### config.mk
export PLATFORM = sky130hd
export DESIGN_NAME = apb_bus_bridge
export DESIGN_NICKNAME = d
export VERILOG_FILES = /design/src/rtl/md_types_pkg.sv /design/src/rtl/apb_bus_bridge.sv
export SDC_FILE = /design/constraint.sdc
export NUM_CORES = 1
export LEC_CHECK = 0
export BUFFER_PORTS_ARGS = -buffer_cell sky130_fd_sc_hd__buf_2
export CORE_MARGIN = 2
export CORE_UTILIZATION = 41
export CTS_CLUSTER_DIAMETER = 60
export DETAILED_ROUTE_END_ITERATION = 8
export GPL_ROUTABILITY_DRIVEN = 1
export GPL_TIMING_DRIVEN = 0
export PLACE_DENSITY = 0.81
export SETUP_SLACK_MARGIN = 0.05
export SKIP_LAST_GASP = 1
export SLEW_MARGIN = 20
export SYNTH_ARGS = -nofsm -noshare
export SYNTH_HDL_FRONTEND = slang
export SYNTH_SLANG_ARGS = --single-unit
### constraint.sdc
create_clock -name MCLK -period 3.7 [get_ports MCLK]
set_input_delay 0.74 -clock MCLK [delete_from_list [all_inputs] [get_ports MCLK]]
set_output_delay 0.74 -clock MCLK [all_outputs]
set_load 0.02 [all_outputs]
### src/rtl/md_types_pkg.sv
package md_types_pkg;

	// Bus widths
	localparam int ADDR_W = 24;
	localparam int DATA_W = 16;

	// --------------------------------------------------
	// One host transaction as seen by the bus controller
	// --------------------------------------------------
	typedef struct packed {
		// Word address, byte address bit 0 dropped
		logic [ADDR_W-2:0] word_addr;
		logic [DATA_W-1:0] wdata;
		logic              write;
		// Upper lane in bit 1
		logic [1:0]        be;
	} bus_req_t;

	// Main bus controller states
	typedef enum logic [2:0] {
		IDLE,
		SELECT,
		RAM_READ,
		ROM_WAIT,
		FINISH
	} mstate_e;

endpackage

### src/rtl/apb_bus_bridge.sv
module apb_bus_bridge import md_types_pkg::*; (
	input  logic              MCLK,
	input  logic              reset,
	input  logic              psel,
	input  logic              penable,
	input  logic              pwrite,
	input  logic [ADDR_W-1:0] paddr,
	input  logic [DATA_W-1:0] pwdata,
	input  logic [1:0]        pstrb,
	output logic [DATA_W-1:0] prdata,
	output logic              pready,
	output bus_req_t          req,
	output logic              req_valid,
	input  logic              rsp_done,
	input  logic [DATA_W-1:0] rsp_data
);

	// Transfer in flight toward the controller
	logic busy;
	logic setup;

	// Setup phase of a new transfer
	assign setup = psel && !penable && !busy;

	// --------------------------------------------------
	// Request capture
	// --------------------------------------------------
	always_ff @(posedge MCLK) begin
		if (setup) begin
			req.word_addr <= paddr[ADDR_W-1:1];
			req.wdata     <= pwdata;
			req.write     <= pwrite;
			// Reads always fetch the whole word
			req.be        <= pwrite ? pstrb : 2'b11;
		end
	end

	always_ff @(posedge MCLK) begin
		if (reset) begin
			busy      <= 1'b0;
			req_valid <= 1'b0;
			pready    <= 1'b0;
		end else begin
			req_valid <= setup;
			pready    <= 1'b0;
			if (setup) begin
				busy <= 1'b1;
			end
			if (rsp_done) begin
				busy   <= 1'b0;
				pready <= 1'b1;
			end
		end
	end

	// Read data held for the access phase
	always_ff @(posedge MCLK) begin
		if (rsp_done) begin
			prdata <= rsp_data;
		end
	end

endmodule

* Word level (Yosys, flattened, before mapping) *
Cells that the tools add are included.

operators by class
  multiplexer cells = 1
  reduce and logical (&&, ||, !) cells = 5

operators with widths
  kind                number
  logical AND 1 bit   2
  logical NOT 1 bit   2
  OR reduction 2 bit  1
  two-way mux 1 bit   1

word-level totals
  flip-flop bits (word level) = 61
  bits of input ports = 64
  output and inout bits = 60
  word-level logic and storage cells = 14

* Depth between registers and ports, before layout *
  word-level depth = 3
  mapped depth = 2

* Worst setup path before layout *
No wires, ideal clock.

  kind = input to register
  start point = in penable
  end point = reg req[0] (netlist bit) (enable)
  arrival time = 2.655 ns
  slack = 0.603 ns
  stages = 2
  buffers on the path = 0
  cells stage by stage = nand2b_4 > nor2_1

on the way
  cells in the longest elaborated chain, start to end = 3

RTL lines
  item                            RTL line              source
  from (decl)                     apb_bus_bridge.sv:5   input logic penable,
  logical NOT 1 bit               apb_bus_bridge.sv:23  assign setup = psel && !penable && !busy;
  logical AND 1 bit (2 in a row)  apb_bus_bridge.sv:23
  net setup                       apb_bus_bridge.sv:20  logic setup;
  to (decl)                       apb_bus_bridge.sv:12  output bus_req_t req,

The timed path passes the listed nets, and every way through them passes these cells.
A chain may end at the register's enable or synchronous reset.

* Worst setup path in the final report *
  start point = in penable
  end point = reg req[14] (netlist bit) (enable)

The elaborated chain is that of the path after synthesis.

==> summary.md <==
| Metric | Value |
|---|---|
| Setup violations, final | `0` |
| RSZ-0062 raised after global routing | `false` |
| Mean Syn Cell Area | `26.95 sq um` |
| GR Util met2 | `0.2531` |
| Crit path cell chain | `buf_2 -> nand2b_4 -> nor2_4 -> buf_16` |
| Crit path max fanout | `24` |
| Post-synthesis async set-or-reset flop share | `0` |
| I/O Buffers | `between 100 and 150` |
| Layout area overhead | `48.05%` |
| Combinational power share | `0.088` |
| Sequential fraction of the synthesis area | `0.9690` |
| Number of clock sinks | `just over 60` |
| Synth area leader | `edfxtp_1` |
| WS Path Type | `in -> reg` |
| Met3 track demand over resource | `0.07032` |
| Initial antenna violation count | `0` |
| Postcts setup bufs | `0` |
| Synth top area share | `0.9367` |
| Post-Syn Area | `~1900 sq um` |
| Nets | `between 200 and 300` |
| Starting Density | `0.4270` |
| DR WL/cell | `about 15 um` |
| Slowest CP cell | `nor2_4` |
| Core Area | `4354 sq um` |
| H-tree Lvls | `3` |
| GRT overflow | `0` |
| Critical path startpoint category | `input pin` |
| Min cycle time layout | `about 1800 ps` |
| Crit-path max cell delay | `between 500 and 600 ps` |
| Seq pwr share | `0.546` |
| Routability cong. | `about 0.7` |
| Post-synth cell types | `9` |
| Element type at the critical path end | `flip-flop` |
| Chip height | `between 70 and 80 um` |
| Synth Register Bits | `around 60` |
| Post-route ant nets | `0` |
| DRT Pass-1 Iters | `4` |
| Commonest cells in the synthesized netlist | `edfxtp_1, dfxtp_1, nand2b_1` |
| Grt met1 use | `0.1589` |
| Clock Power Share | `0.366` |
| Switching portion of total power | `0.2183` |
| Synthesized instance count | `between 60 and 70` |
| Total GRT Usage | `0.1562` |
| PwrDens | `between 500 and 600 nW/um^2` |
| Most instantiated library cell after synthesis | `edfxtp_1` |
| Fmax | `between 500 and 600 MHz` |
| Via count | `between 1000 and 1500` |
| Final wirelength | `3889 um` |
| Final Non-Filler Cells | `between 200 and 300` |
| Hold Path Class | `reg -> reg` |
| Fill count | `between 300 and 400` |
| Post-route DRC | `0` |
| Leakage | `0.001180 uW` |
| Largest net degree at the start of global routing | `25` |
| Final Hold Fails | `0` |
| Num CTS Buffers | `9` |
| Initial drt markers | `48` |
| Slew Limit Headroom | `0.5263` |
| # resized after CTS | `0` |
| Diodes inserted | `0` |
| Clk slew on worst S/H paths | `60 ps` |
| Clock Skew | `roughly 2.3 ps` |
| Synth warnings | `0` |
| Vias per cell | `4.477` |
| Cells after DPL | `~240` |
| Die W | `71.34 um` |
| Clock root buffer | `clkbuf_8` |
| Vias in the first global route | `about 1100` |
| Reg area | `around 1800 sq um` |
| MaxCap Viol Count | `0` |
| NetSw | `322.3 uW` |
| Worst-Margin Slew | `between 700 and 800 ps` |
| Tcrit/Tclk final | `0.4767` |
| Row count | `24` |
| Synth Net Count | `between 100 and 150` |
| Die area | `roughly 5100 sq um` |
| EDFF count, synth | `58` |
| Layout cells sized above 1 | `0.6683` |
| Hold Buf Count CTS | `0` |
| I/O pin cnt | `between 100 and 150` |
| Skew-Pair Late Insertion Delay | `320 ps` |
| Int Pwr | `about 1200 uW` |
| WP data arrival | `about 1800 ps` |
| Multi-input gate area | `about 60 sq um` |
| Outcome | `finished clean` |
| Wire length of the first global-routing pass | `between 5000 and 6000 um` |
| Worst-case clock buffer depth | `2` |
| Util after Layout | `0.6322` |
| Top FF cell, synth | `edfxtp_1` |
| Required time worst endpoint | `3730 ps` |
| Synth area leaders | `edfxtp_1, dfxtp_1, nand2b_4` |
| Max VDD drop | `~0.30 mV` |
| Count of final max-slew check failures | `0` |
| Most Crowded Layer GR | `met2` |
| CTS tree | `done` |
[layout by cell type (no fill, tap or decap), drive strengths merged, types with 3 or more instances in the layout]
cell type / netlist / layout
buf: 0 / 123
clkbuf: 0 / 11
clkinv: 0 / 3
dfxtp: 3 / 3
edfxtp: 58 / 58
nand2b: 3 / 3
[stage by stage]
| stage | total power [uW] | worst slack, ps | hold WS (ps) | cell area, sq um | setup TNS, ps |
|---|---|---|---|---|---|
| 6_report | 1477 | 1936 | 506.9 | 2753 | 0 |
| 3_5_place_dp | 953.2 | 1603 | 497.0 | 2570 | 0 |
| 3_3_place_gp | 944.4 | -55.38 | 433.5 | 2535 | -2261 |
| 4_1_cts | 1496 | 1953 | 508.8 | 2753 | 0 |
| 2_1_floorplan | 878.8 | 602.8 | 420.8 | 1859 | 0 |
| 5_1_grt | 1527 | 1895 | 534.5 | 2753 | 0 |
[layout make-up]
type,instances,area share
clock buffer,11,0.04773
inverter,1,0.001364
multi-input combinational,7,0.02227
sequential,61,0.6545
clock inverter,5,0.01864
timing repair buffer,123,0.2318
tap,52,0.02364
[layer usage]
layer / routed length (um) / part of all wire
met1: 1374 / 0.35
met2: 1952 / 0.50
met3: 464 / 0.12
met4: 97 / 0.025
met5: 0 / 0
[cell families (layout without fill, tap and decap cells)]
logic type,after synthesis,count (layout),share of synthesized area
buffers and inverters,1,140,0.002017
flip-flops,61,61,0.9690
AO/OA/AOI/OAI,1,1,0.006728
AND/OR/NAND/NOR,6,6,0.02220
[state kept, by name, indices dropped and copies added, names as in the netlist]
| register | cells |
|---|---|
| busy | 1 |
| prdata | 16 |
| pready | 1 |
| req | 42 |
| req_valid | 1 |
[power groups by stage]
stage	clock (uW)	combinational, uW	sequential (uW)
6_report	541	130	806
5_1_grt	580	139	809
4_1_cts	558	132	807
3_5_place_dp	0	132	821
3_3_place_gp	0	124	820
2_1_floorplan	0	10.1	869
[critical path: cells and delay by family]
family / cells / cell delay (ps)
buffers and inverters: 2 / 340
and+or+nand+nor: 2 / 700
[final timing paths]
check,depth (start not counted),to,startpoint,slack [ps]
hold / removal,1,req_valid,busy,510
setup / recovery,4,req[14],penable,1940
setup reg to reg,2,req[14],busy,2250
hold reg to reg,1,req_valid,busy,510
(Power assumes the default switching activity.)
