`config.mk`:
```
export PLATFORM = sky130hd
export DESIGN_NAME = rom_port
export DESIGN_NICKNAME = d
export VERILOG_FILES = /design/src/rtl/md_types_pkg.sv /design/src/rtl/rom_port.sv
export SDC_FILE = /design/constraint.sdc
export NUM_CORES = 1
export LEC_CHECK = 0
export BUFFER_PORTS_ARGS = -buffer_cell sky130_fd_sc_hd__buf_2
export CAP_MARGIN = 10
export CORE_ASPECT_RATIO = 0.75
export CORE_MARGIN = 10
export CORE_UTILIZATION = 35
export CTS_CLUSTER_SIZE = 28
export DETAILED_ROUTE_END_ITERATION = 12
export HOLD_SLACK_MARGIN = 0.03
export PLACE_DENSITY = 0.67
export SYNTH_ARGS = -nofsm -noshare
export SYNTH_HDL_FRONTEND = slang
export SYNTH_SLANG_ARGS = --single-unit
```
`constraint.sdc`:
```
create_clock -name MCLK -period 3.5 [get_ports MCLK]
set_input_delay 0.35 -clock MCLK [delete_from_list [all_inputs] [get_ports MCLK]]
set_output_delay 0.35 -clock MCLK [all_outputs]
set_load 0.02 [all_outputs]
```
`src/rtl/md_types_pkg.sv`:
```
package md_types_pkg;

	// Bus widths
	localparam int ADDR_W = 24;
	localparam int DATA_W = 16;

	// --------------------------------------------------
	// One host transaction as seen by the bus controller
	// --------------------------------------------------
	typedef struct packed {
		// Word address, byte address bit 0 dropped
		logic [ADDR_W-2:0] word_addr;
		logic [DATA_W-1:0] wdata;
		logic              write;
		// Upper lane in bit 1
		logic [1:0]        be;
	} bus_req_t;

	// Main bus controller states
	typedef enum logic [2:0] {
		IDLE,
		SELECT,
		RAM_READ,
		ROM_WAIT,
		FINISH
	} mstate_e;

endpackage

```
`src/rtl/rom_port.sv`:
```
module rom_port import md_types_pkg::*; (
	input  logic              MCLK,
	input  logic              reset,
	input  logic              rom_start,
	input  logic [ADDR_W-2:0] rom_word_addr,
	output logic              rom_done,
	output logic [DATA_W-1:0] rom_rdata,
	output logic [ADDR_W-2:0] rom_addr,
	output logic              rom_req,
	input  logic              rom_ack,
	input  logic [DATA_W-1:0] rom_data
);

	// Waiting for the acknowledge to catch up
	logic busy;
	logic ack_match;

	assign ack_match = busy && (rom_ack == rom_req);

	// --------------------------------------------------
	// Toggle handshake
	// --------------------------------------------------
	always_ff @(posedge MCLK) begin
		if (reset) begin
			busy     <= 1'b0;
			rom_req  <= 1'b0;
			rom_done <= 1'b0;
		end else begin
			rom_done <= ack_match;
			if (rom_start) begin
				rom_req <= ~rom_req;
				busy    <= 1'b1;
			end else if (ack_match) begin
				busy <= 1'b0;
			end
		end
	end

	// Address held for the whole access
	always_ff @(posedge MCLK) begin
		if (rom_start) begin
			rom_addr <= rom_word_addr;
		end
		if (ack_match) begin
			rom_rdata <= rom_data;
		end
	end

endmodule

```
# After elaboration in Yosys (flattened, before gate mapping)
# Cells that the tools add are included.
[totals] register_bits=42 inputBits=43 output_inout_bits=41
[classes] n_eq_ne=1 mux=2 bitwise=1 reduce_logical=2
[op_table] operator="2-to-1 mux 1 bit" n=2
[op_table] operator="nonzero test 2 bit" n=1
[op_table] operator="== test 1 bit" n=1
[op_table] operator="logical AND 1 bit" n=1
[op_table] operator="inverter 1 bit" n=1

# Longest topological paths before layout
# Gate-level depths: netlist of the first run.
[logic_depth] word_depth=4 depth_mapped=2 depth_no_buf=2

# Least setup slack after synthesis of the first run
# OpenSTA, ideal clock, no wires.
[synth_timing] path_type="register to register" start="reg rom_req" end="reg rom_rdata[0], enable pin" arrival_ns=0.982 required_time_ns=3.166 path_slack_ns=2.185 stages_incl_launch_ff=3 path_buffers=0 period_less_slack_ns=1.315 cell_sequence="dfxtp_1 > xnor2_1 > and2_2"
[synth_via] elab_chain_cells=2
[synth_rtl] element="from (decl)" line_no="rom_port.sv:9" text="output logic rom_req,"
[synth_rtl] element="from (signal assigned)" line_no="rom_port.sv:31" text="rom_req <= ~rom_req;"
[synth_rtl] element="== test 1 bit" line_no="rom_port.sv:18" text="assign ack_match = busy && (rom_ack == rom_req);"
[synth_rtl] element="logical AND 1 bit" line_no="rom_port.sv:18"
[synth_rtl] element="net ack_match" line_no="rom_port.sv:16" text="logic ack_match;"
[synth_rtl] element="to (signal assigned)" line_no="rom_port.sv:45" text="rom_rdata <= rom_data;"
[synth_rtl] element="to (decl)" line_no="rom_port.sv:7" text="output logic [DATA_W-1:0] rom_rdata,"
# The timed path passes the listed nets, and every way through them passes these cells.
# A chain may end at the register's enable or synchronous reset.

# Final worst setup path of the first run
[layout_timing] start="reg rom_req" end="reg rom_rdata[2], enable pin"
# Same word-level chain as after synthesis.

==> results of run 1 <==
==> registers in the layout (all words and copies together), names as in the netlist <==
signal     count
rom_addr      23
rom_req        1
rom_rdata     16
rom_done       1
busy           1
==> layer usage <==
| layer | vias up | wire length (um) | GRT usage [%] |
|---|---|---|---|
| li1 | 372 | - | - |
| met3 | 4 | 219 | 3.49 |
| met4 | 0 | 40 | 5.28 |
| met5 | - | 0 | 0 |
| met1 | 371 | 1110 | 8.50 |
| met2 | 38 | 1810 | 17.6 |
==> through the flow <==
| stage | utilization [%] | instances |
|---|---|---|
| global route | 51.9 | 193 |
| finish | 51.9 | 193 |
| CTS | 51.9 | 193 |
| floorplan | - | 50 |
| global placement | 49.0 | 185 |
| detailed placement | 49.0 | 185 |
==> synthesized netlist by cell type <==
| cell | instances | area [um2] |
|---|---|---|
| xnor2_1 | 2 | 17.5 |
| o31ai_1 | 1 | 7.51 |
| nor3b_2 | 1 | 12.5 |
| inv_1 | 1 | 3.75 |
| nand2b_1 | 1 | 6.26 |
| nor2_1 | 1 | 3.75 |
| dfxtp_1 | 3 | 60.1 |
| edfxtp_1 | 39 | 1170 |
| and2_2 | 1 | 7.51 |
==> final cells by class <==
type | count | area (um2) | share of cell area (%)
inverters | 1 | 3.75 | 0.200
repair buffers | 83 | 415 | 22.1
flip-flops and latches | 42 | 1230 | 65.6
clock buffers | 7 | 76.3 | 4.07
clock inverters | 1 | 30.0 | 1.60
well taps | 52 | 65.1 | 3.47
multi-input cells | 7 | 55.1 | 2.93
==> power by group through the flow <==
stage	sequential, mW	clock [mW]	combinational, mW
global placement	0.607	0	0.119
CTS	0.599	0.372	0.123
global route	0.601	0.400	0.127
detailed placement	0.610	0	0.123
finish	0.598	0.361	0.119
floorplan	0.655	0	0.0116
==> cells by family (layout without fill, tap and decap cells) <==
kind of cell	count (synthesis)	in the layout	share of synthesized area, %
AOI/OAI and AO/OA	1	1	0.582
xor gates and xnor gates	2	2	1.36
buffers and inverters	1	92	0.291
DFF	42	42	95.4
and+or+nand+nor	4	4	2.33
==> how the worst max path moves through the flow <==
stage / start / endpoint / slack (ns) / cells after the start
3_5_place_dp: rom_ack / rom_rdata[5] / 2.02 / 3
3_3_place_gp: rom_ack / rom_rdata[5] / 2.14 / 3
2_1_floorplan: rom_req / rom_rdata[0] / 2.18 / 2
6_report: rom_req / rom_rdata[2] / 2.13 / 2
5_1_grt: rom_req / rom_rdata[2] / 2.03 / 2
4_1_cts: rom_req / rom_rdata[2] / 2.10 / 2
==> flow_metrics.py, run 1 <==
metrics = {
    "status": {
        "status": "finished, final reports clean",
    },
    "yosys": {
        "synthCells": 50,
        "synth_area_mm2": 0.00129,
        "ys_seq_elements": 42,
        "syn_nets": 93,
        "synth-seq-area-share_pct": 95.4,
        "yosysUniqueCellTypes": 9,
        "yosysWarningCount": 0,
        "syn_area_per_cell_um2": 25.8,
    },
    "sta": {
        "period_share_pct": 39.0,
        "setup_viol": 0,
        "hold_slack_ns": 0.236,
        "skew_ns": 0.00674,
        "tightestPinTransition_ns": 0.536,
        "relSlewSlack_pct": 64.3,
        "hold_viol": 0,
        "layout_setup_ws_ns": 2.13,
        "slew_viol_final": 0,
        "post-route-min-period_ns": 1.37,
        "rsz0062_at_grt": "no",
        "max_freq_mhz": 732,
        "setup_tns_ns": 0,
    },
    "final_layout": {
        "antenna_cells": 0,
        "final_cell_mix": "buf_2, edfxtp_1, clkbuf_8",
        "syn_to_final_growth_pct": 45.5,
        "final_nets": 183,
        "final_design_area_no_fill_mm2": 0.00188,
        "fillers": 343,
        "final_common_cell": "buf_2",
        "drive_gt1_share_pct": 64.5,
    },
    "die": {
        "die_x_um": 90.1,
        "start_util_pct": 35.7,
        "num_io_pins": 84,
        "rows": 19,
        "die_h_um": 72.6,
        "core_area_mm2": 0.00361,
        "die-area_mm2": 0.00654,
    },
    "worst_setup_path": {
        "crit_family": "simple AND/OR/NAND/NOR gates",
        "crit_fanout": 16,
        "critPathLaunchType": "flop",
        "slowest_delay_ns": 0.44,
        "timing.rr.end": "rom_rdata[2]",
        "rr_startpoint": "rom_req",
        "timing.critical_path.required_ns": 3.44,
        "worstSetupPathType": "reg2reg",
        "path_cells": "xnor2_1, and2_2",
        "crit_buf_inv": 0,
        "arrival_ns": 1.30,
        "r2r_setup_slack_ns": 2.13,
        "r2r_cells": 2,
        "worst_path_max_delay_cell": "and2_2",
        "endpoint_kind": "flop",
    },
    "clocking": {
        "h-tree-depth": 2,
        "cts_root_buf": "clkbuf_8",
        "clock-sinks": 42,
        "cts_resized": 0,
        "cts_buffers": 5,
        "cts_buffer_depth": 2,
        "cts_tree": "done",
        "hold_buffers": 0,
        "cts_setup_buffers": 0,
        "worstSkewPairLatency_ns": 0.28,
        "clkTransAtPathRegs_ns": 0.08,
    },
    "global_routing": {
        "grt_max_degree": 26,
        "first_global_vias": 884,
        "grt_pass1_wl_um": 4620,
        "gr-total-overflow": 0,
        "grt_usage_pct": 9.28,
        "antenna_found_initial": 0,
    },
    "drt": {
        "ant_nets": 0,
        "first_pass_iters": 4,
        "num_vias": 785,
        "detail_route.vias_per_cell": 4.07,
        "drt_iter0_markers": 30,
        "drc_errors": 0,
        "wl_per_cell_um": 16.5,
        "routed_wl_um": 3180,
    },
    "min_path": {
        "holdPathEnd": "rom_rdata[9]",
        "hold_path.class": "in2reg",
        "min-delay-start": "rom_data[9]",
        "min_path_cells": 1,
    },
    "power_and_ir_drop": {
        "cellPowerDensity_mw_per_mm2": 574,
        "p_int_uw": 845,
        "combPwrFrac_pct": 11.1,
        "swShare_pct": 21.6,
        "p_seq_share_pct": 55.5,
        "p_total_mw": 1.08,
        "switchingPower_uw": 233,
        "ir_worst_vdd_mv": 0.247,
        "leakage_nw": 0.798,
        "p_clk_share_pct": 33.5,
    },
    "placement": {
        "postPlaceCellArea_mm2": 0.00177,
        "pre_cts_slack_ns": 2.02,
        "io_buffers": 83,
        "gp_congestion": 0.650,
    },
    "run": {
        "cap_violations": 0,
    },
}
Power figures use the tool's default switching activity.
==> inputs of run 2 (changes only) <==
Settings changed: ABC_AREA set to 1.
Clock period 3.5 ns to 1.4 ns, I/O delays scaled along.
==> run 2 against run 1 <==
Via count increased by 29%. Worst hold slack got worse by 0.054 ns. Utilization increased by 12 points. Routed wire length increased by 28%. Synthesized cell count increased by 12%. Fmax increased by 17%. Clock power increased to 2.6 times the previous value. Sequential cell count unchanged. Clock-buffer cell count decreased by 2. Global-route usage increased by 3.0 points. Clock skew decreased by 0.0015 ns. Design area increased by 23%. Largest power group unchanged.
==> flow_metrics.py, run 2 <==
metrics = {
    "final_layout": {
        "fillers": 280,
        "reg_top3": "rom_addr: 23 flops, rom_rdata: 16 flops",
        "final_common_cell": "buf_2",
        "utilization_pct": 64.1,
        "drive_gt1_share_pct": 50.5,
        "largest_reg_flops": 23,
        "syn_to_final_growth_pct": 78.2,
        "final_nets": 230,
        "final_cell_mix": "buf_2, dlygate4sd3_1, edfxtp_1",
        "fin_cells": 241,
        "top_register": "rom_addr",
    },
    "sta": {
        "setup_tns_ns": 0,
        "layout_setup_ws_ns": 0.232,
        "post-route-min-period_ns": 1.17,
        "relSlewSlack_pct": 63.4,
        "period_share_pct": 83.4,
        "slew_viol_final": 0,
        "hold_slack_ns": 0.181,
        "max_freq_mhz": 856,
        "skew_ns": 0.00525,
        "tightestPinTransition_ns": 0.550,
        "hold_viol": 0,
        "rsz0062_at_grt": "no",
        "setup_viol": 0,
    },
    "worst_setup_path": {
        "crit_buf_inv": 2,
        "timing.critical_path.required_ns": 1.41,
        "crit_fanout": 16,
        "endpoint_kind": "flop",
        "path_cells": "nand2_1, nand2_1, nand2_1, inv_1, buf_12",
        "critPathLaunchType": "flop",
        "arrival_ns": 1.18,
        "worst_path_max_delay_cell": "dfxtp_1",
        "cpMostUsedCell": "nand2_1",
        "worstSetupPathType": "reg2reg",
        "slowest_delay_ns": 0.39,
        "crit_family": "flip-flops",
    },
    "global_routing": {
        "grt_max_degree": 26,
        "gr-total-overflow": 0,
        "grt_usage_pct": 12.3,
        "grt_pass1_wl_um": 6060,
        "first_global_vias": 1126,
        "antenna_found_initial": 1,
    },
    "yosys": {
        "yosys.area.top_type_share_pct": 90.2,
        "yosys.area.top_type": "edfxtp_1",
        "synth-edff-count": 39,
        "ys_top_cells_by_area": "edfxtp_1, dfxtp_1, nand2_1",
        "ys.flop_type": "edfxtp_1",
        "synth.most_common_cell": "edfxtp_1",
        "ys_async_sr_fraction_pct": 0,
        "syn_area_per_cell_um2": 23.2,
        "ys_top_cells_by_count": "edfxtp_1, nand2_1, inv_1",
        "yosysUniqueCellTypes": 9,
        "synth-seq-area-share_pct": 94.8,
        "yosysWarningCount": 0,
        "synth_area_mm2": 0.00130,
        "syn_nets": 99,
        "ys_seq_elements": 42,
        "synthCells": 56,
    },
    "drt": {
        "num_vias": 1015,
        "detail_route.vias_per_cell": 4.21,
        "first_pass_iters": 4,
        "ant_nets": 0,
        "routed_wl_um": 4070,
        "drc_errors": 0,
        "wl_per_cell_um": 16.9,
        "drt_iter0_markers": 43,
    },
    "clocking": {
        "cts_setup_buffers": 0,
        "cts_resized": 0,
        "worstSkewPairLatency_ns": 0.29,
        "h-tree-depth": 2,
        "clock-sinks": 42,
        "cts_tree": "done",
        "cts_buffer_depth": 2,
        "hold_buffers": 40,
        "clkTransAtPathRegs_ns": 0.08,
        "cts_root_buf": "clkbuf_8",
        "cts_buffers": 5,
    },
    "run": {
        "cap_violations": 0,
    },
    "die": {
        "num_io_pins": 84,
        "core_area_mm2": 0.00361,
        "die-area_mm2": 0.00657,
        "rows": 19,
        "die_h_um": 72.8,
        "start_util_pct": 35.9,
        "die_x_um": 90.3,
    },
    "placement": {
        "io_buffers": 83,
        "dp.cells": 192,
        "gp_congestion": 0.685,
        "pre_cts_slack_ns": 0.237,
    },
    "min_path": {
        "hold_path.class": "in2reg",
    },
    "power_and_ir_drop": {
        "cellPowerDensity_mw_per_mm2": 1210,
        "leakage_nw": 1.00,
        "ir_worst_vdd_mv": 0.569,
    },
    "status": {
        "status": "finished, final reports clean",
    },
}
-- run 2: where the power goes --
part / internal (mW) / leakage [nW] / switching, mW
Sequential: 1.46 / 0.397 / 0.0212
Combinational: 0.173 / 0.549 / 0.195
Clock: 0.534 / 0.0585 / 0.413
-- run 2: area by class of cell --
type	count	area [um2]	area share (%)
multi-input combinational	10	52.6	2.27
clock inverter	3	43.8	1.89
clock buffer	5	68.8	2.97
inverter	4	15.0	0.649
sequential	42	1230	53.2
timing repair buffer	124	836	36.1
tap	52	65.1	2.81
antenna	1	2.50	0.108
-- run 2: tightest hold or removal path: cells and delay by family --
kind,cells,cell delay [ns]
and+or+nand+nor,2,0.16
AOI/OAI and AO/OA,1,0.04
buffers and inverters,1,0.09
-- run 2: layer usage --
metal | GRT usage (%) | wire length [um] | part of all wire (%) | vias up
met1 | 11.0 | 1380 | 34 | 480
met5 | 0 | 0 | 0 | -
met3 | 4.32 | 304 | 7.5 | 12
li1 | - | - | - | 469
met4 | 7.22 | 106 | 2.6 | 0
met2 | 23.7 | 2280 | 56 | 54
-- run 2: path summary, 6_finish.rpt --
check | cells past startpoint | to | slack [ns] | start
worst min register to register | 2 | busy | 0.48 | busy
worst min-delay path | 4 | busy | 0.18 | rom_ack
worst max-delay path | 5 | rom_rdata[12] | 0.23 | rom_req
worst max register to register | 5 | rom_rdata[12] | 0.23 | rom_req
-- run 2: through the flow --
| stage | power, mW | cell area, um2 |
|---|---|---|
| 4_1_cts | 2.82 | 2310 |
| 6_report | 2.79 | 2310 |
| 3_3_place_gp | 1.77 | 1800 |
| 2_1_floorplan | 1.63 | 1300 |
| 3_5_place_dp | 1.78 | 1800 |
| 5_1_grt | 2.89 | 2310 |
-- run 2: cells by family after synthesis --
kind of cell / share of synthesized area, %
AOI/OAI and AO/OA: 1.06
buffers and inverters: 1.16
DFF: 94.8
and+or+nand+nor: 2.99
