## src/rtl/md_map_pkg.sv

```systemverilog
package md_map_pkg;

	// --------------------------------------------------
	// 68000 address map
	// --------------------------------------------------

	// Decoded target of one access
	typedef enum logic [2:0] {
		ROM,
		ROM_HOLE,
		RAM,
		BANK,
		CTRL_BUSREQ,
		CTRL_RESET,
		NONE
	} region_e;

	// Work RAM at E00000-FFFFFF
	localparam logic [2:0] RAM_BASE_HI = 3'b111;

	// Bank registers at A130xx
	localparam logic [15:0] BANK_PAGE = 16'hA130;

	// Sound CPU control at A11xxx
	localparam logic [11:0] CTRL_PAGE = 12'hA11;

	// Cartridge window 000000-9FFFFF
	localparam logic [23:0] ROM_WINDOW_END = 24'hA00000;

	// NOP opcode, value of the open bus after reset
	localparam logic [15:0] OPEN_BUS_INIT = 16'h4E71;

	// 512 KB page mapper
	localparam int BANK_COUNT = 8;
	localparam int BANK_W     = 5;

endpackage

```

## src/rtl/md_types_pkg.sv

```systemverilog
package md_types_pkg;

	// Bus widths
	localparam int ADDR_W = 24;
	localparam int DATA_W = 16;

	// --------------------------------------------------
	// One host transaction as seen by the bus controller
	// --------------------------------------------------
	typedef struct packed {
		// Word address, byte address bit 0 dropped
		logic [ADDR_W-2:0] word_addr;
		logic [DATA_W-1:0] wdata;
		logic              write;
		// Upper lane in bit 1
		logic [1:0]        be;
	} bus_req_t;

	// Main bus controller states
	typedef enum logic [2:0] {
		IDLE,
		SELECT,
		RAM_READ,
		ROM_WAIT,
		FINISH
	} mstate_e;

endpackage

```

## src/rtl/rom_bank_map.sv

```systemverilog
module rom_bank_map import md_types_pkg::*, md_map_pkg::*; (
	input  logic                          MCLK,
	input  logic                          reset,
	input  logic                          bank_wr,
	input  logic [$clog2(BANK_COUNT)-1:0] bank_idx,
	input  logic [BANK_W-1:0]             bank_data,
	input  logic [ADDR_W-2:0]             bus_word_addr,
	output logic [ADDR_W-2:0]             mapped_addr
);

	logic [BANK_W-1:0] bank_reg [BANK_COUNT];
	// Set by the first page write
	logic              bank_on;

	// --------------------------------------------------
	// Page registers
	// --------------------------------------------------
	always_ff @(posedge MCLK) begin
		if (reset) begin
			bank_on <= 1'b0;
			// Identity mapping
			for (int i = 0; i < BANK_COUNT; i++) begin
				bank_reg[i] <= BANK_W'(i);
			end
		end else if (bank_wr && bank_idx != '0) begin
			// Slot 0 stays fixed on the first page
			bank_reg[bank_idx] <= bank_data;
			bank_on            <= 1'b1;
		end
	end

	// 512 KB slot from byte address bits 21:19, offset from bits 18:1
	always_comb begin
		if (bank_on) begin
			mapped_addr = {bank_reg[bus_word_addr[20:18]], bus_word_addr[17:0]};
		end else begin
			mapped_addr = bus_word_addr;
		end
	end

endmodule

```

## config.mk

```make
export PLATFORM = sky130hd
export DESIGN_NAME = rom_bank_map
export DESIGN_NICKNAME = d
export VERILOG_FILES = /design/src/rtl/md_map_pkg.sv /design/src/rtl/md_types_pkg.sv /design/src/rtl/rom_bank_map.sv
export SDC_FILE = /design/constraint.sdc
export NUM_CORES = 1
export LEC_CHECK = 0
export BUFFER_PORTS_ARGS = -buffer_cell sky130_fd_sc_hd__buf_2
export CAP_MARGIN = 10
export CORE_MARGIN = 2
export CORE_UTILIZATION = 52
export CTS_CLUSTER_DIAMETER = 200
export DETAILED_ROUTE_END_ITERATION = 10
export PLACE_DENSITY_LB_ADDON = 0.08
export SETUP_SLACK_MARGIN = 0.3
export SYNTH_ARGS = -nofsm -noshare
export SYNTH_HDL_FRONTEND = slang
export SYNTH_SLANG_ARGS = --single-unit
```

## constraint.sdc

```tcl
create_clock -name MCLK -period 2.1 [get_ports MCLK]
set_clock_uncertainty 0.2 [all_clocks]
set_input_delay 0.42 -clock MCLK [delete_from_list [all_inputs] [get_ports MCLK]]
set_output_delay 0.42 -clock MCLK [all_outputs]
set_load 0.02 [all_outputs]
```

Word-level counts from Yosys, hierarchy flattened
Memory sizes are Yosys's and may differ from the RTL's. Cells that the tools add are included.

Register bits after elaboration: 1. Bits in latches: 0. Bits in writable memories: 40. Memory bits (read-only): 0. Word-level logic and storage cells: 14. Memories: 1.

Memory list: bank_reg (words 8, bits a word 5, rd ports 1, clocked after memory_dff 0, wr ports 8, RTL line rom_bank_map.sv:11) `logic [BANK_W-1:0] bank_reg [BANK_COUNT];`.

$add $sub $neg: 0. Multiply operators: 0. Divide/modulo/power cells: 0. Order comparisons: 0. Eq/ne operators: 0. Shift operators: 0. Multiplexer cells: 9. Bitwise logic cells: 0. Reduce and logical (&&, ||, !) cells: 3.

Operators with widths (count): 23-bit two-way mux (1); 1-bit two-way mux (6); 5-bit two-way mux (1); 5-bit OR reduction (1); 3-bit two-way mux (1); 3-bit nonzero test (1); 1-bit logical AND (1).

Longest topological paths before layout
Gate-level depths: netlist (run 1).

Depth in word-level cells: 7. Gate-level depth with buffers: 5. Gate-level depth less buffers: 3.

Worst setup path after synthesis (run 1)
OpenSTA, ideal clock, no wires.

Kind: input -> output. Start point: input port bus_word_addr[19]. End point: output port mapped_addr[21]. Arrival: 1.607 ns. Slack: -0.127 ns. Stages on the path: 5. Path buffers: 2. Path through: buf_6 buf_12 mux2i_1 mux4_2 mux2i_1.

Word-level cells in the longest chain between the ends: 2.

RTL lines: start: declaration (RTL line rom_bank_map.sv:7) `input logic [ADDR_W-2:0] bus_word_addr,`; memory read 8 x 5 bit; 23-bit two-way mux (RTL line rom_bank_map.sv:34) `if (bank_on) begin`; end: declaration (RTL line rom_bank_map.sv:8) `output logic [ADDR_W-2:0] mapped_addr`.

No other way between the ends.

Worst setup path after layout (run 1)
Start point: memory bank_reg[1][2]. End point: output port mapped_addr[20].

Word-level cells in the longest chain between the ends: 2.

RTL lines (RTL line): start: declaration (rom_bank_map.sv:11); memory read 8 x 5 bit; 23-bit two-way mux (rom_bank_map.sv:34).

No other way between the ends.

==> metrics.txt, run 1 <==
# TYPE chip_impl_metric gauge
chip_impl_metric{name="transition_time_of_the_tightest_slew_check_pin",unit="ns"} 0.5641
chip_impl_metric{name="layout-area-overhead-vs-synth",unit="%"} 14.80
chip_impl_metric{name="largest_reg_flops",unit=""} 40
chip_impl_metric{name="synth_cells",unit=""} 155
chip_impl_metric{name="drc_violations",unit=""} 0
chip_impl_metric{name="finish.net_count",unit=""} 209
chip_impl_metric{name="design.portCount",unit=""} 57
chip_impl_info{name="outcome",value="finished with violations"} 1
chip_impl_info{name="post_synth_main_area_contributors",value="edfxtp_1 (57%), and2_1 (6.8%), buf_4 (6.4%)"} 1
chip_impl_metric{name="cts_htree_levels",unit=""} 2
chip_impl_metric{name="final-max-slew-violation-count",unit=""} 0
chip_impl_metric{name="dp.cells",unit=""} 215
chip_impl_metric{name="fin_crit_sh",unit="%"} 104.4
chip_impl_metric{name="area.sequential",unit="µm²"} 1221
chip_impl_info{name="critPathSlowestCell",value="mux4_2"} 1
chip_impl_metric{name="worst-endpoint-arrival",unit="ns"} 1.57
chip_impl_metric{name="via_count",unit=""} 1189
chip_impl_metric{name="synth_top_cell_area_share",unit="%"} 57.04
chip_impl_info{name="hold_path_class",value="in -> reg"} 1
chip_impl_metric{name="final-setup-viol-count",unit=""} 5
chip_impl_metric{name="timing.hold.worst_path_depth",unit=""} 3
chip_impl_metric{name="yosysSeqAreaShare",unit="%"} 57.99
chip_impl_metric{name="die_footprint",unit="µm²"} 4574
chip_impl_metric{name="drt_pre_antenna_iters",unit=""} 4
chip_impl_metric{name="crit_fanout",unit=""} 1
chip_impl_metric{name="clock_latency",unit="ns"} 0.29
chip_impl_metric{name="drt_iter0_markers",unit=""} 54
chip_impl_metric{name="gp_routability_congestion",unit=""} 0.7971
chip_impl_metric{name="final_layout_size_suffix_gt1_share",unit="%"} 36.36
chip_impl_info{name="cts_root_buffer",value="clkbuf_8"} 1
chip_impl_metric{name="power-per-cell-area",unit="nW/µm²"} 768.7
chip_impl_metric{name="yosys_register_bits",unit=""} 41
chip_impl_metric{name="buffer_ports.inserted",unit=""} 20
chip_impl_metric{name="vias_per_cell",unit=""} 5.261
chip_impl_metric{name="clk_pin_slew",unit="ns"} 0.08
chip_impl_metric{name="mapped_area",unit="µm²"} 2106
chip_impl_metric{name="maxCapViolations",unit=""} 0
chip_impl_metric{name="antenna_found_initial",unit=""} 0
chip_impl_info{name="capture_endpoint_of_the_worst_hold_path",value="bank_on"} 1
chip_impl_metric{name="grt_pass1_wl",unit="µm"} 6472
chip_impl_metric{name="antenna_violating_nets_post_route",unit=""} 0
chip_impl_metric{name="cts-buffers-inserted",unit=""} 5
chip_impl_metric{name="critical-path-max-stage-delay",unit="ns"} 0.49
chip_impl_info{name="crit_type",value="reg -> out"} 1
chip_impl_info{name="reg2reg_from",value="bank_on"} 1
chip_impl_metric{name="synth_cell_type_count",unit=""} 23
chip_impl_metric{name="grt_start_max_net_pins",unit=""} 14
chip_impl_metric{name="start_util",unit="%"} 53.41
chip_impl_info{name="setup_repair_after_global_routing_missed_its_margin",value="true"} 1
chip_impl_metric{name="worst_vdd_drop",unit="V"} 0.0005147
chip_impl_metric{name="fillers",unit=""} 307
chip_impl_info{name="min_from",value="bank_wr"} 1
chip_impl_metric{name="layoutNonFillerInstCount",unit=""} 226
chip_impl_info{name="crit_path_end_kind",value="output port"} 1
chip_impl_metric{name="antenna_cells",unit=""} 0
chip_impl_metric{name="grt_util_all_layers",unit="%"} 20.84
chip_impl_info{name="crit_path_cell_trace",value="mux4_2 > a21oi_2 > a31oi_1 > buf_4"} 1
chip_impl_metric{name="ctsLongestPathBuffers",unit=""} 2
chip_impl_info{name="rr_endpoint",value="bank_on"} 1
chip_impl_metric{name="routed_wire_length_per_instance",unit="µm"} 19.12
chip_impl_metric{name="report.final.hold_viol_count",unit=""} 0
chip_impl_metric{name="setup_slack_after_placement",unit="ns"} -0.1844
chip_impl_metric{name="ctsHoldBuffers",unit=""} 0
chip_impl_metric{name="cp.required",unit="ns"} 1.48
chip_impl_metric{name="core-area",unit="µm²"} 3943
chip_impl_metric{name="grt_overflow",unit=""} 0
chip_impl_metric{name="syn-mean-instance-area",unit="µm²"} 13.59
chip_impl_info{name="violated_checks",value="setup timing"} 1
chip_impl_metric{name="yosys_warnings",unit=""} 0
chip_impl_info{name="post-synth-top-area-cell",value="edfxtp_1"} 1
chip_impl_metric{name="reg2reg_path_depth",unit=""} 2
chip_impl_metric{name="multiInputGateArea",unit="µm²"} 716.9
chip_impl_metric{name="die_height",unit="µm"} 67.64
chip_impl_metric{name="leakage",unit="nW"} 0.9218
chip_impl_metric{name="fin_ws",unit="ns"} -0.09148
chip_impl_info{name="critical_path.top_delay_family",value="multiplexers"} 1
chip_impl_metric{name="postRouteWirelength",unit="µm"} 4321
chip_impl_metric{name="first_global_vias",unit=""} 1213
chip_impl_info{name="start_kind",value="flip-flop"} 1
chip_impl_metric{name="r2r_setup_slack",unit="ns"} 0.97
chip_impl_metric{name="critical_path.n_buffers_inverters",unit=""} 1
chip_impl_metric{name="floorplan.die.width",unit="µm"} 67.64
chip_impl_metric{name="rows",unit=""} 23
chip_impl_metric{name="maxClockFrequency",unit="MHz"} 456.3
chip_impl_metric{name="final_core_density",unit="%"} 61.31
chip_impl_metric{name="timing.final.crit_period",unit="ns"} 2.191
chip_impl_metric{name="dpl.hpwl",unit="µm"} 3313
chip_impl_info{name="tritoncts",value="built"} 1
chip_impl_metric{name="clkSinkCount",unit=""} 41
chip_impl_metric{name="timing.max_slew.rel_slack",unit="%"} 62.34
-- area by class of cell --
cell class,instances,area share [%]
well taps,50,2.588
clock buffers,6,3.416
clock inverters,2,1.553
flip-flops and latches,41,50.52
multi-input cells,86,29.66
inverters,5,0.7764
repair buffers,36,11.49
-- report_power, final --
group	leakage, nW	internal (mW)	switching (mW)
clock network	0.0574	0.386	0.274
registers	0.398	0.951	0.0288
logic	0.466	0.112	0.106
total	0.922	1.45	0.409
-- metrics by stage --
stage	cell area (µm²)	power (mW)	hold WS, ns	TNS, ns
floorplan	2162	1.163	0.3606	0
CTS	2409	1.855	0.1917	-0.4134
global placement	2221	1.186	0.4850	-0.6117
finish	2417	1.858	0.2004	-0.3746
global route	2417	1.918	0.2043	-0.6398
detailed placement	2221	1.191	0.4952	-0.7152
-- cells by family after synthesis --
logic type	count (synthesis)	share of synthesized area (%)
and+or+nand+nor	56	15.81
DFF	41	57.99
buffers and inverters	32	10.16
muxes	18	14.02
AOI/OAI and AO/OA	7	1.842
other	1	0.1781
-- layer usage --
layer / up-vias / routed length [µm] / GRT usage, %
met5: - / 0 / 0
met2: 41 / 2099 / 33.95
met4: 0 / 94 / 7.908
met3: 14 / 231 / 4.167
met1: 564 / 1896 / 27.60
li1: 570 / - / -
-- worst max path at each step --
stage	startpoint	to	slack (ns)	depth (start not counted)
global route	bank_reg[4][1]	mapped_addr[19]	-0.14	4
CTS	bank_reg[1][2]	mapped_addr[20]	-0.11	4
floorplan	bus_word_addr[19]	mapped_addr[21]	0.008	5
detailed placement	bus_word_addr[19]	mapped_addr[21]	-0.18	6
global placement	bus_word_addr[19]	mapped_addr[21]	-0.16	6
finish	bank_reg[1][2]	mapped_addr[20]	-0.09	4
-- worst min-delay path: cells and delay by family --
family	cells	cell delay, ns
buf+inv	1	0.10
simple gates	1	0.07
compound gates	1	0.06
-- cell usage after synthesis --
cell type  instances
nor2_1             7
mux2i_1           10
or3b_1             1
or3_1             12
nor3_1             1
inv_1              5
a21oi_1            4
dfxtp_1            1
buf_4             18
nand2b_1           3
a31oi_1            3
mux4_2             4
nand2_1            1
nand3b_1           1
clkbuf_1           5
or2_2              7
buf_12             1
and2_1            23
buf_6              1
edfxtp_1          40
conb_1             1
mux4_1             4
buf_2              2
-- layout by cell type (no fill, tap or decap), types with 2 or more instances in the layout --
cell,count
nand2b_1,3
edfxtp_1,40
or2_2,7
buf_2,14
buf_6,6
a31oi_1,2
or3_1,12
mux4_2,7
a21oi_2,3
mux2i_4,2
clkbuf_8,6
buf_4,14
nor2_1,7
mux2i_1,8
inv_1,5
and2_1,23
conb_1,5
-- what timing repair did --
action | in CTS | in global routing
setup endpoints to repair | 5 | 5
setup buffers | 3 | 0
pin swaps | 1 | 1
resized for setup | 17 | 5
(Power assumes the default switching activity.)
==> run 2, diff against run 1 <==
--- a/config.mk
+++ b/config.mk
@@ -11,6 +11,7 @@
 export CORE_UTILIZATION = 52
 export CTS_CLUSTER_DIAMETER = 200
 export DETAILED_ROUTE_END_ITERATION = 10
+export MAX_ROUTING_LAYER = met4
 export PLACE_DENSITY_LB_ADDON = 0.08
 export SETUP_SLACK_MARGIN = 0.3
 export SYNTH_ARGS = -nofsm -noshare
==> run 2 against run 1 <==
Against the previous run: highest routed layer unchanged; final area unchanged; largest power group unchanged; clock power about the same; the flow still finishes with violations (setup timing); combinational power about the same; critical endpoint unchanged; total power about the same; non-clock buffer count unchanged.
==> metrics.txt, run 2 (synthesized netlist as in run 1, its figures left out) <==
# TYPE chip_impl_metric gauge
chip_impl_info{name="outcome",value="finished with violations"} 1
chip_impl_info{name="violated_checks",value="setup timing"} 1
chip_impl_metric{name="gp_routability_congestion",unit=""} 0.8085
chip_impl_metric{name="final-max-slew-violation-count",unit=""} 0
chip_impl_info{name="crit_type",value="reg -> out"} 1
chip_impl_metric{name="clkSinkCount",unit=""} 41
chip_impl_info{name="setup_repair_after_global_routing_missed_its_margin",value="true"} 1
chip_impl_metric{name="fin_ws",unit="ns"} -0.09128
chip_impl_metric{name="buffer_ports.inserted",unit=""} 20
chip_impl_metric{name="comb_power_share",unit="%"} 11.7
chip_impl_metric{name="clk_pin_slew",unit="ns"} 0.08
chip_impl_info{name="hold_path_class",value="in -> reg"} 1
chip_impl_metric{name="ctsHoldBuffers",unit=""} 0
chip_impl_info{name="layout.cells.most_common",value="edfxtp_1"} 1
chip_impl_metric{name="maxClockFrequency",unit="MHz"} 456.4
chip_impl_metric{name="transition_time_of_the_tightest_slew_check_pin",unit="ns"} 0.5645
chip_impl_metric{name="cts_htree_levels",unit=""} 2
chip_impl_metric{name="timing.final.crit_period",unit="ns"} 2.191
chip_impl_metric{name="timing.max_slew.rel_slack",unit="%"} 62.32
chip_impl_metric{name="antenna_cells",unit=""} 0
chip_impl_metric{name="maxCapViolations",unit=""} 0
chip_impl_metric{name="final_layout_size_suffix_gt1_share",unit="%"} 36.36
chip_impl_metric{name="postRouteWirelength",unit="µm"} 4337
chip_impl_info{name="final_cell_mix",value="edfxtp_1 (40), and2_1 (23), buf_2 (14), buf_4 (14), or3_1 (12)"} 1
chip_impl_metric{name="fillers",unit=""} 307
chip_impl_metric{name="drt_iter0_markers",unit=""} 52
chip_impl_metric{name="power.share.clock",unit="%"} 35.5
chip_impl_metric{name="antenna_violating_nets_post_route",unit=""} 0
chip_impl_metric{name="finish.net_count",unit=""} 209
chip_impl_info{name="crit_path_end_kind",value="output port"} 1
chip_impl_metric{name="clock_latency",unit="ns"} 0.29
chip_impl_metric{name="ctsLongestPathBuffers",unit=""} 2
chip_impl_metric{name="core-area",unit="µm²"} 3943
chip_impl_info{name="start_kind",value="flip-flop"} 1
chip_impl_metric{name="report.final.hold_viol_count",unit=""} 0
chip_impl_metric{name="vias_per_cell",unit=""} 5.243
chip_impl_info{name="worst_setup_path_start",value="bank_reg[1][2]"} 1
chip_impl_metric{name="grt_pass1_wl",unit="µm"} 6472
chip_impl_metric{name="grt_start_max_net_pins",unit=""} 14
chip_impl_metric{name="routed_wire_length_per_instance",unit="µm"} 19.19
chip_impl_metric{name="power-per-cell-area",unit="nW/µm²"} 768.8
chip_impl_metric{name="antenna_found_initial",unit=""} 0
chip_impl_info{name="min_from",value="bank_wr"} 1
chip_impl_metric{name="leakage",unit="nW"} 0.9218
chip_impl_metric{name="die_footprint",unit="µm²"} 4574
chip_impl_metric{name="total_power",unit="mW"} 1.858
chip_impl_metric{name="final-setup-viol-count",unit=""} 5
chip_impl_metric{name="fin_crit_sh",unit="%"} 104.3
chip_impl_metric{name="dpl.hpwl",unit="µm"} 3313
chip_impl_metric{name="layout-area-overhead-vs-synth",unit="%"} 14.80
chip_impl_metric{name="grt_overflow",unit=""} 0
chip_impl_metric{name="design.portCount",unit=""} 57
chip_impl_metric{name="worst_vdd_drop",unit="V"} 0.0005147
chip_impl_metric{name="power.net_switching",unit="mW"} 0.4088
chip_impl_metric{name="rows",unit=""} 23
chip_impl_info{name="tritoncts",value="built"} 1
chip_impl_metric{name="via_count",unit=""} 1185
chip_impl_metric{name="setup_slack_after_placement",unit="ns"} -0.1844
chip_impl_metric{name="cp.required",unit="ns"} 1.48
chip_impl_metric{name="drt_pre_antenna_iters",unit=""} 4
chip_impl_metric{name="die_height",unit="µm"} 67.64
chip_impl_metric{name="grt_util_all_layers",unit="%"} 21.57
chip_impl_metric{name="start_util",unit="%"} 53.41
chip_impl_metric{name="largest_reg_flops",unit=""} 40
chip_impl_metric{name="pwr-share-seq",unit="%"} 52.7
chip_impl_metric{name="cts-buffers-inserted",unit=""} 5
chip_impl_metric{name="floorplan.die.width",unit="µm"} 67.64
chip_impl_metric{name="worst-endpoint-arrival",unit="ns"} 1.57
chip_impl_info{name="reg2reg_from",value="bank_on"} 1
chip_impl_metric{name="p_int",unit="mW"} 1.450
chip_impl_metric{name="first_global_vias",unit=""} 1203
chip_impl_metric{name="drc_violations",unit=""} 0
chip_impl_metric{name="crit_fanout",unit=""} 1
chip_impl_info{name="cts_root_buffer",value="clkbuf_8"} 1
chip_impl_metric{name="netSwitchingFraction",unit="%"} 22.00
==> run 2: through the flow <==
stage / TNS, ns / std cells / hold slack, ns / utilization (%) / instance area, µm²
floorplan: 0 / 159 / 0.3606 / - / 2162
global placement: -0.6117 / 215 / 0.4850 / 56.33 / 2221
detailed placement: -0.7152 / 215 / 0.4952 / 56.33 / 2221
CTS: -0.4134 / 226 / 0.1917 / 61.09 / 2409
global route: -0.6574 / 226 / 0.2008 / 61.31 / 2417
finish: -0.3766 / 226 / 0.1990 / 61.31 / 2417
==> run 2: routing by layer <==
metal  GRT usage [%]  up-vias  wire length, µm  share of wire, %
li1                -      570                -                 -
met1           27.71      560             1901                44
met2           33.82       41             2085                48
met3           5.167       14              254               5.9
met4           7.143        0               95               2.2
met5               -        -                0                 0
==> run 2: power groups by stage <==
stage,sequential (mW),combinational [mW],clock (mW)
5_1_grt,0.984,0.237,0.700
6_report,0.980,0.218,0.661
3_3_place_gp,0.997,0.189,0
4_1_cts,0.980,0.214,0.661
2_1_floorplan,0.975,0.188,0
3_5_place_dp,0.998,0.193,0
==> run 2: worst paths after layout <==
check / end / slack [ns] / depth (start not counted)
worst max register to register: bank_on / 0.97 / 2
worst min-delay path: bank_on / 0.20 / 3
worst max-delay path: mapped_addr[20] / -0.09 / 4
worst min register to register: bank_on / 0.58 / 2
==> run 2: critical path: stages, from the launching register on <==
cell and delay (ns):
edfxtp_1 0.41, mux4_2 0.49, a21oi_2 0.13, a31oi_1 0.06, buf_4 0.20
==> run 2: layout make-up <==
class	instances	area [µm²]	share of cell area, %
Inverter	5	18.77	0.7764
Timing Repair Buffer	36	277.8	11.49
Clock inverter	2	37.54	1.553
Tap cell	50	62.56	2.588
Multi-Input combinational cell	86	716.9	29.66
Clock buffer	6	82.58	3.416
Sequential cell	41	1221	50.52
==> run 2: what timing repair did <==
action / CTS / global route
pin swaps: 1 / 1
endpoints found under the hold margin: 0 / 0
setup endpoints to repair: 5 / 5
buffers inserted: 3 / 0
resized for setup: 17 / 5
